==> config.mk <==
export PLATFORM = sky130hd
export DESIGN_NAME = ppu_top
export DESIGN_NICKNAME = d
export VERILOG_FILES = /design/src/verilog/ppu_pkg.sv /design/src/verilog/scan_timer.sv /design/src/verilog/loopy_scroll.sv /design/src/verilog/bg_painter.sv /design/src/verilog/palette_ram.sv /design/src/verilog/ppu_control.sv /design/src/verilog/ppu_top.sv
export SDC_FILE = /design/constraint.sdc
export NUM_CORES = 1
export LEC_CHECK = 0
export BUFFER_PORTS_ARGS = -buffer_cell sky130_fd_sc_hd__buf_2
export CORE_UTILIZATION = 25
export CTS_BUF_LIST = sky130_fd_sc_hd__clkbuf_8
export CTS_CLUSTER_DIAMETER = 150
export DETAILED_ROUTE_END_ITERATION = 8
export MAX_ROUTING_LAYER = met4
export SETUP_SLACK_MARGIN = 0.05
export SYNTH_ARGS = -nofsm -noshare
export SYNTH_HDL_FRONTEND = slang
export SYNTH_SLANG_ARGS = --single-unit
==> constraint.sdc <==
create_clock -name clk -period 7 [get_ports clk]
set_clock_uncertainty 0.15 [all_clocks]
set_input_delay 0.7 -clock clk [delete_from_list [all_inputs] [get_ports clk]]
set_output_delay 0.7 -clock clk [all_outputs]
set_load 0.01 [all_outputs]
==> src/verilog/ppu_pkg.sv <==
// Register map, frame timing constants and shared bus structs
// for the background PPU design, imported inside each module body
`default_nettype none

package ppu_pkg;

  // CPU register addresses
  localparam logic [2:0] REG_CTRL   = 3'd0;
  localparam logic [2:0] REG_MASK   = 3'd1;
  localparam logic [2:0] REG_STATUS = 3'd2;
  localparam logic [2:0] REG_SCROLL = 3'd5;
  localparam logic [2:0] REG_ADDR   = 3'd6;
  localparam logic [2:0] REG_DATA   = 3'd7;

  // Frame timing
  localparam logic [5:0] LAST_CYCLE_GROUP  = 6'd42;   // Cycles 336..343
  localparam logic [8:0] VBLANK_START_LINE = 9'd240;
  localparam logic [8:0] VBLANK_END_LINE   = 9'd260;
  localparam logic [8:0] PRE_RENDER_LINE   = 9'h1FF;  // Line -1
  localparam logic [8:0] COARSE_X_END      = 9'd256;
  localparam logic [8:0] PREFETCH_START    = 9'd320;
  localparam logic [8:0] PREFETCH_END      = 9'd336;
  localparam logic [8:0] V_INCR_CYCLE      = 9'd251;
  localparam logic [8:0] H_COPY_CYCLE      = 9'd256;
  localparam logic [8:0] V_COPY_CYCLE      = 9'd304;

  // Address space
  localparam logic [5:0] PALETTE_PAGE  = 6'h3F;      // 0x3F00..0x3FFF
  localparam logic [4:0] COARSE_Y_WRAP = 5'd29;      // Last row of a name table

  typedef struct packed {
    logic [2:0] ain;
    logic [7:0] din;
    logic       read;
    logic       write;
  } cpu_bus_t;

  typedef struct packed {
    logic [13:0] addr;
    logic        rd;
    logic        wr;
    logic [7:0]  wdata;
  } vram_req_t;

  typedef struct packed {
    logic [8:0] scanline;
    logic [8:0] cycle;
  } scan_pos_t;

  typedef struct packed {
    logic end_of_line;
    logic at_last_cycle_group;
    logic entering_vblank;
    logic exiting_vblank;
    logic is_pre_render;
    logic in_vblank;
  } scan_events_t;

  // Control and mask flags seen outside the control block
  typedef struct packed {
    logic bg_patt;
    logic vbl_enable;
    logic grayscale;
    logic playfield_clip;
    logic enable_playfield;
  } ppu_ctrl_t;

endpackage

`default_nettype wire

==> src/verilog/scan_timer.sv <==
// Cycle and scanline counters for a 341 x 262 frame
// Flags vblank edges and the pre-render line for the rest of the PPU
`default_nettype none

module scan_timer (
  input  logic                  clk,
  input  logic                  reset,
  input  logic                  ce,
  input  logic                  is_rendering,
  output ppu_pkg::scan_pos_t    pos,
  output ppu_pkg::scan_events_t events
);
  import ppu_pkg::*;

  logic [8:0] cycle;
  logic [8:0] scanline;
  logic       in_vblank;
  logic       is_pre_render;
  logic       second_frame;    // Frame parity, toggles each vblank exit
  logic       at_last_group;
  logic       end_of_line;
  logic       short_line;

  assign at_last_group = (cycle[8:3] == LAST_CYCLE_GROUP);
  // Odd frames drop cycle 340 of the pre-render line
  assign short_line  = is_pre_render && second_frame && is_rendering;
  assign end_of_line = at_last_group && (cycle[3:0] == (short_line ? 4'd3 : 4'd4));

  assign events.end_of_line         = end_of_line;
  assign events.at_last_cycle_group = at_last_group;
  assign events.entering_vblank     = end_of_line && (scanline == VBLANK_START_LINE);
  assign events.exiting_vblank      = end_of_line && (scanline == VBLANK_END_LINE);
  assign events.is_pre_render       = is_pre_render;
  assign events.in_vblank           = in_vblank;

  assign pos.cycle    = cycle;
  assign pos.scanline = scanline;

  always_ff @(posedge clk) begin
    if (reset) begin
      cycle         <= 9'd0;
      scanline      <= 9'd0;
      in_vblank     <= 1'b1;
      is_pre_render <= 1'b0;
      second_frame  <= 1'b0;
    end else if (ce) begin
      cycle <= end_of_line ? 9'd0 : cycle + 9'd1;
      if (events.entering_vblank) in_vblank <= 1'b1;
      else if (events.exiting_vblank) in_vblank <= 1'b0;
      if (end_of_line) begin
        scanline      <= events.exiting_vblank ? PRE_RENDER_LINE : scanline + 9'd1;
        is_pre_render <= events.exiting_vblank;
        if (events.exiting_vblank) second_frame <= !second_frame;
      end
    end
  end

endmodule

`default_nettype wire

==> src/verilog/loopy_scroll.sv <==
// Scroll address registers v and t, fine X and the shared write latch
// Updated by CPU register writes or by the render-time increments and copies
`default_nettype none

module loopy_scroll (
  input  logic               clk,
  input  logic               reset,
  input  logic               ce,
  input  logic               is_rendering,
  input  ppu_pkg::cpu_bus_t  cpu,
  input  ppu_pkg::scan_pos_t pos,
  input  logic               is_pre_render,
  output logic [14:0]        loopy,
  output logic [2:0]         fine_x
);
  import ppu_pkg::*;

  logic [14:0] v;          // Current VRAM address
  logic [14:0] t;          // Temporary address
  logic [2:0]  x;
  logic        incr_32;    // Data access step, 1 or 32
  logic        wr_latch;   // Second write of scroll or address
  logic [8:0]  cycle;
  logic        coarse_x_step;

  assign cycle = pos.cycle;
  // Right after each attribute fetch, in the visible and prefetch ranges
  assign coarse_x_step = (cycle[2:0] == 3'd3) &&
                         ((cycle < COARSE_X_END) ||
                          (cycle >= PREFETCH_START && cycle < PREFETCH_END));

  always_ff @(posedge clk) begin
    if (reset) begin
      v        <= '0;
      t        <= '0;
      x        <= '0;
      incr_32  <= 1'b0;
      wr_latch <= 1'b0;
    end else if (ce) begin
      if (is_rendering) begin
        if (coarse_x_step) begin
          v[4:0] <= v[4:0] + 5'd1;
          v[10]  <= v[10] ^ (v[4:0] == 5'd31);  // Next horizontal name table
        end
        if (cycle == V_INCR_CYCLE) begin
          v[14:12] <= v[14:12] + 3'd1;
          if (v[14:12] == 3'd7) begin
            if (v[9:5] == COARSE_Y_WRAP) begin
              v[9:5] <= 5'd0;
              v[11]  <= !v[11];
            end else begin
              v[9:5] <= v[9:5] + 5'd1;
            end
          end
        end
        if (cycle == H_COPY_CYCLE) {v[10], v[4:0]} <= {t[10], t[4:0]};
        if (cycle == V_COPY_CYCLE && is_pre_render) v <= t;
      end
      if (cpu.write && cpu.ain == REG_CTRL) begin
        t[11:10] <= cpu.din[1:0];
        incr_32  <= cpu.din[2];
      end else if (cpu.write && cpu.ain == REG_SCROLL) begin
        if (!wr_latch) begin
          t[4:0] <= cpu.din[7:3];                 // Coarse X
          x      <= cpu.din[2:0];
        end else begin
          t[9:5]   <= cpu.din[7:3];               // Coarse Y
          t[14:12] <= cpu.din[2:0];               // Fine Y
        end
        wr_latch <= !wr_latch;
      end else if (cpu.write && cpu.ain == REG_ADDR) begin
        if (!wr_latch) begin
          t[13:8] <= cpu.din[5:0];
          t[14]   <= 1'b0;
        end else begin
          t[7:0] <= cpu.din;
          v      <= {t[14:8], cpu.din};
        end
        wr_latch <= !wr_latch;
      end else if (cpu.read && cpu.ain == REG_STATUS) begin
        wr_latch <= 1'b0;
      end else if ((cpu.read || cpu.write) && cpu.ain == REG_DATA && !is_rendering) begin
        v <= v + (incr_32 ? 15'd32 : 15'd1);
      end
    end
  end

  assign loopy  = v;
  assign fine_x = x;

endmodule

`default_nettype wire

==> src/verilog/bg_painter.sv <==
// Background tile fetch registers and pixel shift pipes
// Loads a new tile every 8 cycles and picks the pixel by fine X
`default_nettype none

module bg_painter (
  input  logic        clk,
  input  logic        reset,
  input  logic        ce,
  input  logic        enable,
  input  logic [2:0]  cycle,
  input  logic [2:0]  fine_x,
  input  logic [14:0] loopy,
  input  logic [7:0]  vram_din,
  output logic [7:0]  name_table,
  output logic [3:0]  pixel
);

  logic [15:0] patt_lo_pipe;
  logic [15:0] patt_hi_pipe;
  logic [8:0]  attr_lo_pipe;
  logic [8:0]  attr_hi_pipe;
  logic [7:0]  nt_byte;        // Tile index
  logic [1:0]  attr_bits;      // Palette select of the quadrant
  logic [7:0]  patt_lo;        // Low plane, high plane arrives at phase 7
  logic [7:0]  attr_shifted;

  // Leftmost pixel sits in the MSB of a pattern byte
  function automatic logic [7:0] reverse8(input logic [7:0] b);
    logic [7:0] r;
    for (int i = 0; i < 8; i++) r[i] = b[7 - i];
    return r;
  endfunction

  // Quadrant from coarse X bit 1 and coarse Y bit 1
  assign attr_shifted = vram_din >> {loopy[6], loopy[1], 1'b0};

  always_ff @(posedge clk) begin
    if (reset) begin
      nt_byte      <= '0;
      attr_bits    <= '0;
      patt_lo      <= '0;
      patt_lo_pipe <= '0;
      patt_hi_pipe <= '0;
      attr_lo_pipe <= '0;
      attr_hi_pipe <= '0;
    end else if (ce) begin
      case (cycle)
        3'd1: nt_byte   <= vram_din;
        3'd3: attr_bits <= attr_shifted[1:0];
        3'd5: patt_lo   <= vram_din;
        default: ;
      endcase
      if (enable) begin
        patt_lo_pipe[14:0] <= patt_lo_pipe[15:1];
        patt_hi_pipe[14:0] <= patt_hi_pipe[15:1];
        attr_lo_pipe[7:0]  <= attr_lo_pipe[8:1];
        attr_hi_pipe[7:0]  <= attr_hi_pipe[8:1];
        if (cycle == 3'd7) begin              // Reload on the last pixel of a tile
          patt_lo_pipe[15:8] <= reverse8(patt_lo);
          patt_hi_pipe[15:8] <= reverse8(vram_din);
          attr_lo_pipe[8]    <= attr_bits[0];
          attr_hi_pipe[8]    <= attr_bits[1];
        end
      end
    end
  end

  assign name_table = nt_byte;
  assign pixel = {attr_hi_pipe[fine_x], attr_lo_pipe[fine_x],
                  patt_hi_pipe[fine_x], patt_lo_pipe[fine_x]};

endmodule

`default_nettype wire

==> src/verilog/palette_ram.sv <==
// 32-entry background palette with mirrored backdrop entries
// Read is combinational, write is taken on the clock edge
`default_nettype none

module palette_ram (
  input  logic       clk,
  input  logic       ce,
  input  logic [4:0] addr,
  input  logic [5:0] din,
  input  logic       write,
  input  logic       grayscale,
  output logic [5:0] color
);

  logic [5:0] mem [0:31];
  logic [4:0] eff_addr;
  logic [5:0] raw;

  // Every x0, x4, x8, xC slot reads the shared backdrop
  assign eff_addr = (addr[1:0] == 2'b00) ? 5'd0 : addr;
  assign raw      = mem[eff_addr];

  always_ff @(posedge clk) begin
    // Mirrored x4/x8/xC writes are dropped
    if (ce && write && !(addr[3:2] != 2'b00 && addr[1:0] == 2'b00))
      mem[eff_addr] <= din;
  end

  assign color = grayscale ? {raw[5:4], 4'b0000} : raw;  // Keep luma only

endmodule

`default_nettype wire

==> src/verilog/ppu_control.sv <==
// Control and mask registers, vblank NMI, VRAM request generation
// Also builds the CPU read data and the left-column clipped palette index
`default_nettype none

module ppu_control (
  input  logic                  clk,
  input  logic                  reset,
  input  logic                  ce,
  input  ppu_pkg::cpu_bus_t     cpu,
  input  ppu_pkg::scan_pos_t    pos,
  input  ppu_pkg::scan_events_t events,
  input  logic [14:0]           loopy,
  input  logic [7:0]            name_table,
  input  logic [3:0]            bg_pixel_raw,
  input  logic [5:0]            color,
  input  logic [7:0]            vram_din,
  output logic                  is_rendering,
  output ppu_pkg::ppu_ctrl_t    ctrl,
  output ppu_pkg::vram_req_t    vram,
  output logic [4:0]            pal_addr,
  output logic                  pal_write,
  output logic [7:0]            dout,
  output logic                  nmi
);
  import ppu_pkg::*;

  ppu_ctrl_t   ctrl_q;          // Bits kept from registers 0 and 1
  logic        nmi_occurred;    // Vblank flag, bit 7 of status
  logic [7:0]  vram_latch;      // Read buffer for the data register
  logic [8:0]  cycle;
  logic        cpu_data_rd;
  logic        cpu_data_wr;
  logic        status_rd;
  logic        is_pal_address;
  logic        show_bg;
  logic [3:0]  bg_pixel;

  assign cycle          = pos.cycle;
  assign cpu_data_rd    = cpu.read && (cpu.ain == REG_DATA);
  assign cpu_data_wr    = cpu.write && (cpu.ain == REG_DATA);
  assign status_rd      = cpu.read && (cpu.ain == REG_STATUS);
  assign is_pal_address = (loopy[13:8] == PALETTE_PAGE);
  assign ctrl           = ctrl_q;

  // Visible only with playfield on, off the pre-render gap and the idle line
  assign is_rendering = ctrl_q.enable_playfield && !events.in_vblank &&
                        (pos.scanline != VBLANK_START_LINE);

  // Left 8 columns drop to backdrop unless clip is disabled
  assign show_bg  = ctrl_q.playfield_clip || (cycle[7:3] != 5'd0);
  assign bg_pixel = {bg_pixel_raw[3:2], show_bg ? bg_pixel_raw[1:0] : 2'b00};

  always_ff @(posedge clk) begin
    if (reset) begin
      ctrl_q <= '0;
    end else if (ce && cpu.write) begin
      case (cpu.ain)
        REG_CTRL: begin
          ctrl_q.bg_patt    <= cpu.din[4];
          ctrl_q.vbl_enable <= cpu.din[7];
        end
        REG_MASK: begin
          ctrl_q.grayscale        <= cpu.din[0];
          ctrl_q.playfield_clip   <= cpu.din[1];
          ctrl_q.enable_playfield <= cpu.din[3];
        end
        default: ;
      endcase
    end
  end

  // Later assignments win, a status read clears even on the set cycle
  always_ff @(posedge clk) begin
    if (reset) begin
      nmi_occurred <= 1'b0;
    end else if (ce) begin
      if (events.exiting_vblank) nmi_occurred <= 1'b0;
      if (events.entering_vblank) nmi_occurred <= 1'b1;
      if (status_rd) nmi_occurred <= 1'b0;
    end
  end

  assign nmi = nmi_occurred && ctrl_q.vbl_enable;

  // Data register reads return the previous fetch
  always_ff @(posedge clk) begin
    if (ce && cpu_data_rd) vram_latch <= vram_din;
  end

  always_comb begin
    vram.wdata = cpu.din;
    if (!is_rendering)
      vram.addr = loopy[13:0];                                            // CPU access
    else if (cycle[2:1] == 2'd0)
      vram.addr = {2'b10, loopy[11:0]};                                   // Name table
    else if (cycle[2:1] == 2'd1)
      vram.addr = {2'b10, loopy[11:10], 4'b1111, loopy[9:7], loopy[4:2]}; // Attribute
    else
      vram.addr = {1'b0, ctrl_q.bg_patt, name_table, cycle[1], loopy[14:12]};
    // Fetch on even cycles, except the closing cycle of a line
    vram.rd = cpu_data_rd || (is_rendering && !cycle[0] && !events.end_of_line);
    vram.wr = cpu_data_wr && !is_pal_address && !is_rendering;
  end

  assign pal_write = cpu_data_wr && is_pal_address;
  assign pal_addr  = is_rendering ? {1'b0, bg_pixel} :
                     is_pal_address ? loopy[4:0] : 5'd0;

  always_comb begin
    if (cpu.ain == REG_STATUS)
      dout = {nmi_occurred, 7'b0000000};  // Sprite flags read as zero
    else if (is_pal_address)
      dout = {2'b00, color};
    else
      dout = vram_latch;
  end

endmodule

`default_nettype wire

==> src/verilog/ppu_top.sv <==
// Background PPU top level
// Ties the control block to the timer, scroll, painter and palette datapath
`default_nettype none

module ppu_top (
  input  logic                 clk,
  input  logic                 reset,
  input  logic                 ce,
  input  ppu_pkg::cpu_bus_t    cpu,
  input  logic [7:0]           vram_din,
  output logic [7:0]           dout,
  output logic                 nmi,
  output ppu_pkg::vram_req_t   vram,
  output logic [5:0]           color,
  output ppu_pkg::scan_pos_t   pos
);
  import ppu_pkg::*;

  scan_events_t events;
  ppu_ctrl_t    ctrl;
  logic         is_rendering;
  logic [14:0]  loopy;            // Current VRAM address v
  logic [2:0]   fine_x;
  logic [7:0]   name_table;       // Tile index for the pattern fetch
  logic [3:0]   bg_pixel_raw;     // Attribute and pattern bits before clipping
  logic [4:0]   pal_addr;
  logic         pal_write;

  ppu_control u_control (
    .clk(clk), .reset(reset), .ce(ce),
    .cpu(cpu), .pos(pos), .events(events),
    .loopy(loopy), .name_table(name_table), .bg_pixel_raw(bg_pixel_raw),
    .color(color), .vram_din(vram_din),
    .is_rendering(is_rendering), .ctrl(ctrl), .vram(vram),
    .pal_addr(pal_addr), .pal_write(pal_write),
    .dout(dout), .nmi(nmi)
  );

  scan_timer u_timer (
    .clk(clk), .reset(reset), .ce(ce),
    .is_rendering(is_rendering), .pos(pos), .events(events)
  );

  loopy_scroll u_scroll (
    .clk(clk), .reset(reset), .ce(ce),
    .is_rendering(is_rendering), .cpu(cpu), .pos(pos),
    .is_pre_render(events.is_pre_render),
    .loopy(loopy), .fine_x(fine_x)
  );

  // Pipes hold still during the last cycle group of a line
  bg_painter u_painter (
    .clk(clk), .reset(reset), .ce(ce),
    .enable(!events.at_last_cycle_group), .cycle(pos.cycle[2:0]),
    .fine_x(fine_x), .loopy(loopy), .vram_din(vram_din),
    .name_table(name_table), .pixel(bg_pixel_raw)
  );

  palette_ram u_palette (
    .clk(clk), .ce(ce),
    .addr(pal_addr), .din(cpu.din[5:0]), .write(pal_write),
    .grayscale(ctrl.grayscale), .color(color)
  );

endmodule

`default_nettype wire

==> flow_summary.ini, run 1 <==
[clocking]
h-tree-depth = 2
cts_hold_buf = 0
clk_path_buf_depth = 3
cts_resized = 0
numClockSinks = 290
clock-root-buffer = clkbuf_8
clock_latency_ps = 610
cts_tree = built
clkTransAtPathRegs_ps = 60
cts_buffers = 47
post_cts_buffers = 0

[yosys]
synthTopCellsByArea = edfxtp_1 35%, dfxtp_1 19%, nand2_1 5.4%
synthArstFlopShare_pct = 0
synth_area_um2 = 13800
yosysWarnings = 0
ys_types = 83
ys_ff_latch = 290
avgSynthCellArea_um2 = 10.1
synth-xor-area-share_pct = 1.46
synthMuxAreaShare_pct = 6.39
synth_fa_ha_area_share_pct = 1.45
synth_compound_area_share_pct = 15.7
synth_edf_count = 160
synth-seq-area-share_pct = 53.7
yosys.area.top_type = edfxtp_1
ys.flop_type = edfxtp_1
synthCells = 1370
synth_top_family_by_area = simple AND/OR/NAND/NOR gates
synth_top_area_share_pct = 34.9
synthSimpleGateAreaFrac_pct = 17.3

[cells_and_area]
fin_area_um2 = 15500
syn_to_final_growth_pct = 12.8
finalNetCount = 1452
drive_above_1_share_pct = 13.4

[grt]
overflow = 0
use_met1_pct = 20.1
busiest_layer = met2
grt_pass1_wl_um = 63400
gr-usage-met3_pct = 5.39
antenna_found_initial = 1
grt_max_degree = 78
grt_use_met2_pct = 21.0
grt_pass1_vias = 10589
grt_util_all_layers_pct = 15.0

[floorplanning]
io_pins = 81
die_y_um = 237
initial_core_util_pct = 25.5
coreArea_um2 = 54100
fp-row-count = 85
die_area_um2 = 56100
die_w_um = 237

[sta]
final_max_slew_viol_count = 0
fmax_ghz = 0.176
worst_pin_slew_ps = 1170
fin_crit_sh_pct = 81.1
finalSetupTns_ps = 0
hold_viol_final = 0
max_slew_margin_pct = 22.0
timing.final.crit_period_ps = 5670
rsz0062_at_grt = false
setup_viol_count_final = 0

[setup_path]
max_stage_delay_ps = 650
path_buf_inv = 3
crit_type = register to output pin
required_ps = 6150
path_cells = inv_1, ha_1, nor4b_2, a21o_1, nand3_1, nand2_1, buf_4, a211oi_1, o221a_1, nor4_2, o2bb2ai_1, buf_2
end_kind = output pin
cpMaxStageDelayCell = nor4_2
start_kind = register
worstPathArrival_ps = 4820
cp_max_fo = 24
critical-path-top-delay-family = simple AND/OR/NAND/NOR gates

[drt]
vias = 11089
wl_per_cell_um = 19.5
drtPass1Iterations = 6
drc = 0
post_drt_via_cell_ratio = 5.17
first_iter_violations = 1199
routed_wl_um = 41700
ant_nets = 0

[run]
maxCapViolCount = 0

[placed_design]
io_buffer_count = 80
post_dp_cell_area_um2 = 14700
place_congestion = 0.898
hpwl_um = 27500

[pwr]
leakage_uw = 0.00531
powerDensity_nw_per_um2 = 216
irDropWorstVdd_v = 0.000110

[worst_hold_path]
hp-class = input pin to register

[status]
status = finished clean
[flip-flops by register name, indices dropped and copies added, names as in the netlist]
name / flops
u_painter.patt_lo: 8
u_painter.patt_hi_pipe: 16
u_scroll.loopy: 15
u_scroll.incr_32: 1
u_painter.name_table: 8
u_scroll.wr_latch: 1
u_painter.attr_hi_pipe: 9
u_scroll.fine_x: 3
u_timer.is_pre_render: 1
u_painter.patt_lo_pipe: 16
u_painter.attr_lo_pipe: 9
u_control.vram_latch: 8
u_timer.cycle: 9
u_timer.scanline: 9
u_palette.mem: 152
u_control.nmi_occurred: 1
u_timer.in_vblank: 1
u_painter.attr_bits: 2
u_control.ctrl: 5
u_timer.second_frame: 1
u_scroll.t: 15
[per-layer routing]
layer  vias up  part of all wire, %
met5         -                    0
li1       5111                    -
met1      5383                   44
met3        70                   11
met4         0                  2.0
met2       525                   43
[cells by family (layout without fill, tap and decap cells)]
logic type / after synthesis / after routing
and+or+nand+nor: 527 / 527
AOI/OAI and AO/OA: 322 / 322
muxes: 73 / 73
xor gates and xnor gates: 23 / 23
other: 1 / 3
buffers and inverters: 118 / 193
DFF: 290 / 290
adders and majority gates: 16 / 16
[worst register-to-register path, stage by stage, from the launching register on]
cell	delay, ps
dfxtp_1	660
mux4_2	570
mux2i_1	250
mux2_2	630
a31oi_1	220
nor3_1	520
nand3_1	460
nor2_1	730
[path summary, 6_finish.rpt]
check                                          startpoint                   endpoint  slack (ps)  depth (start not counted)
worst max-delay path                  u_timer.scanline[1]                    dout[4]        1330                         12
worst min-delay path                          vram_din[1]    u_control.vram_latch[1]         220                          1
worst max register to register         u_scroll.fine_x[0]        u_palette.mem[1][5]        2440                          7
worst min register to register  u_painter.patt_lo_pipe[8]  u_painter.patt_lo_pipe[7]         300                          2
[Yosys cell counts (4+ instances only)]
library cell	count
nand2_1	198
nor2_1	171
edfxtp_1	160
dfxtp_1	130
a21oi_1	76
clkbuf_1	63
mux2i_1	55
o21ai_0	53
nand3_1	42
a211oi_1	41
and3_1	36
nor3_1	25
a22oi_1	21
buf_2	21
a311oi_1	18
ha_1	16
inv_1	15
a31oi_1	13
o21ai_1	13
xor2_1	12
mux4_2	11
xnor2_1	11
o31ai_1	10
nand4_1	9
buf_4	8
o21a_1	8
and2_1	7
mux2_2	6
o211ai_1	6
o22ai_1	6
a211o_1	5
a21boi_0	5
buf_1	5
buf_6	5
nor2b_1	5
o221ai_1	5
nor4_1	4
o22a_1	4
o2bb2ai_1	4
o32ai_1	4
[layout make-up]
cell class,instances,area [um^2]
well taps,696,871
repair buffers,95,515
clock inverters,35,185
fillers,5636,38600
clock buffers,48,661
inverters,15,56.3
multi-input cells,963,5850
diodes,1,2.50
flip-flops and latches,290,7410
[cells in the final DEF, fill, tap and decap left out, types with 8 or more instances in the layout]
master / n
nand2_1: 198
nor2_1: 171
edfxtp_1: 160
dfxtp_1: 130
buf_2: 79
a21oi_1: 75
mux2i_1: 55
o21ai_0: 53
clkbuf_8: 48
nand3_1: 42
a211oi_1: 41
and3_1: 36
inv_1: 32
nor3_1: 25
a22oi_1: 21
a311oi_1: 18
ha_1: 16
buf_4: 16
o21ai_1: 13
a31oi_1: 13
xor2_1: 12
mux4_2: 11
xnor2_1: 11
o31ai_1: 10
nand4_1: 9
o21a_1: 8
clkinv_1: 8
[per-stage QoR]
step	cells	total power [uW]	setup WS, ps	util (%)	hold WS, ps
4_1_cts	2142	3390	1490	28.7	177
3_5_place_dp	2059	2010	2160	27.2	297
5_1_grt	2143	3490	1040	28.7	191
6_report	2143	3350	1330	28.7	221
3_3_place_gp	2059	2010	2230	27.2	288
2_1_floorplan	1371	1950	3330	-	276
[power by group]
part | switching (uW) | leakage (uW) | internal (uW)
clock network | 698 | 0.000497 | 679
logic | 101 | 0.00233 | 43.4
registers | 21.6 | 0.00249 | 1810
total | 821 | 0.00531 | 2530
Power figures use the tool's default switching activity.
==> run 2: changes to the inputs <==
ABC_AREA = 1   (was not set)
clock period = 4.8 ns   (was 7 ns; I/O delays follow)
==> run 2 against run 1 <==
Net effect: power grew 54%; via count up 14%; sequential power increased by 46%; sequential cell count fell by 2; die area up 4.9%; clock-buffer cell count is 9 higher; final area grew 7.2%; area after synthesis up 4.9%; combinational power up 110%.
==> flow_summary.ini, run 2 <==
[sta]
worst_pin_slew_ps = 989
setup_ws_ps = 237
hold_slack_ps = 40.9
fmax_ghz = 0.219
hold_viol_final = 0
rsz0062_at_grt = false
setup_viol_count_final = 0
finalSetupTns_ps = 0
fin_crit_sh_pct = 95.1
timing.final.crit_period_ps = 4560
max_slew_margin_pct = 33.4
final_max_slew_viol_count = 0

[pwr]
p_total_uw = 5170
pwr-share-clk_pct = 42.3
irDropWorstVdd_v = 0.000176
leakage_uw = 0.00669
seqPwrFrac_pct = 51.8
p_int_uw = 3870
switching_share_pct = 25.1
power.switching_uw = 1290
powerDensity_nw_per_um2 = 310
pwr-share-comb_pct = 5.8

[floorplanning]
die_y_um = 242
initial_core_util_pct = 25.5
die_area_um2 = 58800
fp-row-count = 87
die_w_um = 242
io_pins = 81
coreArea_um2 = 56700

[setup_path]
start_kind = register
crit_type = register to output pin
end_kind = output pin
cp-startpoint = u_timer.scanline[0]
cp_max_fo = 18
worstPathArrival_ps = 3930
required_ps = 4170
reg2reg_from = u_scroll.loopy[11]

[drt]
vias = 12594
routed_wl_um = 44700
drtPass1Iterations = 5
first_iter_violations = 1022
post_drt_via_cell_ratio = 4.78
wl_per_cell_um = 17.0
drc = 0
ant_nets = 0

[run]
maxCapViolCount = 0

[yosys]
synth-seq-area-share_pct = 50.8
yosys.area.top_type = edfxtp_1
synthArstFlopShare_pct = 0
synth_area_um2 = 14500
yosys-top-cells-count = 335 x nand2_1, 206 x inv_1, 192 x nor2_1
yosysMostFrequentCell = nand2_1
ys.flop_type = edfxtp_1
synthTopCellsByArea = edfxtp_1 33%, dfxtp_1 18%, nand2_1 8.7%
synth_top_area_share_pct = 32.8
syn_nets = 1791
ys_ff_latch = 288
synth_edf_count = 158
avgSynthCellArea_um2 = 8.26
synthCells = 1751
yosysWarnings = 0
ys_types = 56

[placed_design]
io_buffer_count = 80
hpwl_um = 29500
post_dp_cell_area_um2 = 15500
place_congestion = 0.942
dp_worst_setup_slack_ps = 465

[grt]
overflow = 0
grt_pass1_wl_um = 69100
grt_util_all_layers_pct = 15.3
grt_pass1_vias = 12160
grt_max_degree = 66
antenna_found_initial = 0

[status]
status = finished clean

[cells_and_area]
seq_area_um2 = 7350
top_regs = u_palette.mem (150), u_painter.patt_hi_pipe (16), u_painter.patt_lo_pipe (16)
largest_register_ffs = 150
finalNetCount = 1878
syn_to_final_growth_pct = 15.3
fillers = 5964
drive_above_1_share_pct = 12.5
largest-register = u_palette.mem
final_common_cell = nand2_1
diodes = 0
layout_common_cells = 334 x nand2_1, 219 x inv_1, 192 x nor2_1
fin_area_um2 = 16700
multi_input_area_um2 = 5900

[worst_hold_path]
hp-start = cpu[9]
hp-class = input pin to register

[clocking]
clock-root-buffer = clkbuf_8
clk_path_buf_depth = 3
numClockSinks = 288
cts_tree = built
clock_latency_ps = 650
h-tree-depth = 2
clkTransAtPathRegs_ps = 60
cts_buffers = 49
run 2: changes by cell type after synthesis, moves of 21 or more:
cell	before	now
a211oi_1	41	4
a21oi_1	76	118
and3_1	36	1
inv_1	15	206
mux2i_1	55	0
nand2_1	198	335
nand3_1	42	118
nand3b_1	1	44
nor2_1	171	192
o21ai_0	53	172
run 2: power groups by stage:
stage	clock, uW	sequential [uW]	combinational [uW]
3_5_place_dp	0	2730	290
4_1_cts	2240	2680	299
3_3_place_gp	0	2730	287
2_1_floorplan	0	2710	176
5_1_grt	2340	2680	333
6_report	2190	2680	302
run 2: final cells by class:
cell class | instances | share of cell area (%)
flip-flops and latches | 288 | 44.1
multi-input cells | 1166 | 35.4
well taps | 756 | 5.68
inverters | 219 | 4.98
clock buffers | 57 | 4.71
repair buffers | 114 | 4.09
clock inverters | 35 | 1.08
run 2: metal layers:
| layer | up-vias | GRT usage [%] | wire length (um) |
|---|---|---|---|
| li1 | 6030 | - | - |
| met4 | 0 | 6.79 | 1690 |
| met1 | 5945 | 19.7 | 19600 |
| met2 | 530 | 23.3 | 20000 |
| met3 | 89 | 2.88 | 3360 |
| met5 | - | - | 0 |
run 2: stage by stage:
stage / cells / util (%)
6_report: 2635 / 29.4
5_1_grt: 2635 / 29.4
4_1_cts: 2630 / 29.2
3_5_place_dp: 2525 / 27.3
3_3_place_gp: 2525 / 27.3
2_1_floorplan: 1751 / -
run 2: worst paths after layout:
| path | to | slack [ps] | depth (start not counted) |
|---|---|---|---|
| min | u_control.ctrl[3] | 40 | 3 |
| min reg2reg | u_painter.patt_lo_pipe[15] | 310 | 2 |
| max | dout[1] | 240 | 18 |
| max reg2reg | u_palette.mem[9][5] | 990 | 10 |
run 2: worst max-delay path: stages, from the launching register on:
cell     delay [ps]
dfxtp_1         330
inv_1           110
ha_1            180
nand2_1          70
nor2_2          270
nand2_2         110
nand2_2         130
buf_4           300
o21ai_1         160
nand2_4         250
nand2_4         140
nand2_2         120
inv_1            70
nand3_2         100
nor2_1           80
nor2_1          140
nand3_2         220
a21oi_2         320
buf_2           190
run 2: what timing repair did:
action,4_1_cts,5_1_grt
endpoints found under the setup margin,12,12
setup buffers,1,4
hold buffers,9,0
endpoints found under the hold margin,13,0
pin swaps,3,1
gates cloned,3,1
gates resized for setup,3,10
run 2: kinds of logic (layout without fill, tap and decap cells):
logic type,count (synthesis),count (layout),share of synthesized area (%)
DFF,288,288,50.8
AOI/OAI and AO/OA,360,362,13.6
muxes,1,1,0.0779
adders and majority gates,16,16,1.38
buffers and inverters,301,425,8.99
xor gates and xnor gates,19,19,1.15
and+or+nand+nor,766,768,24.0
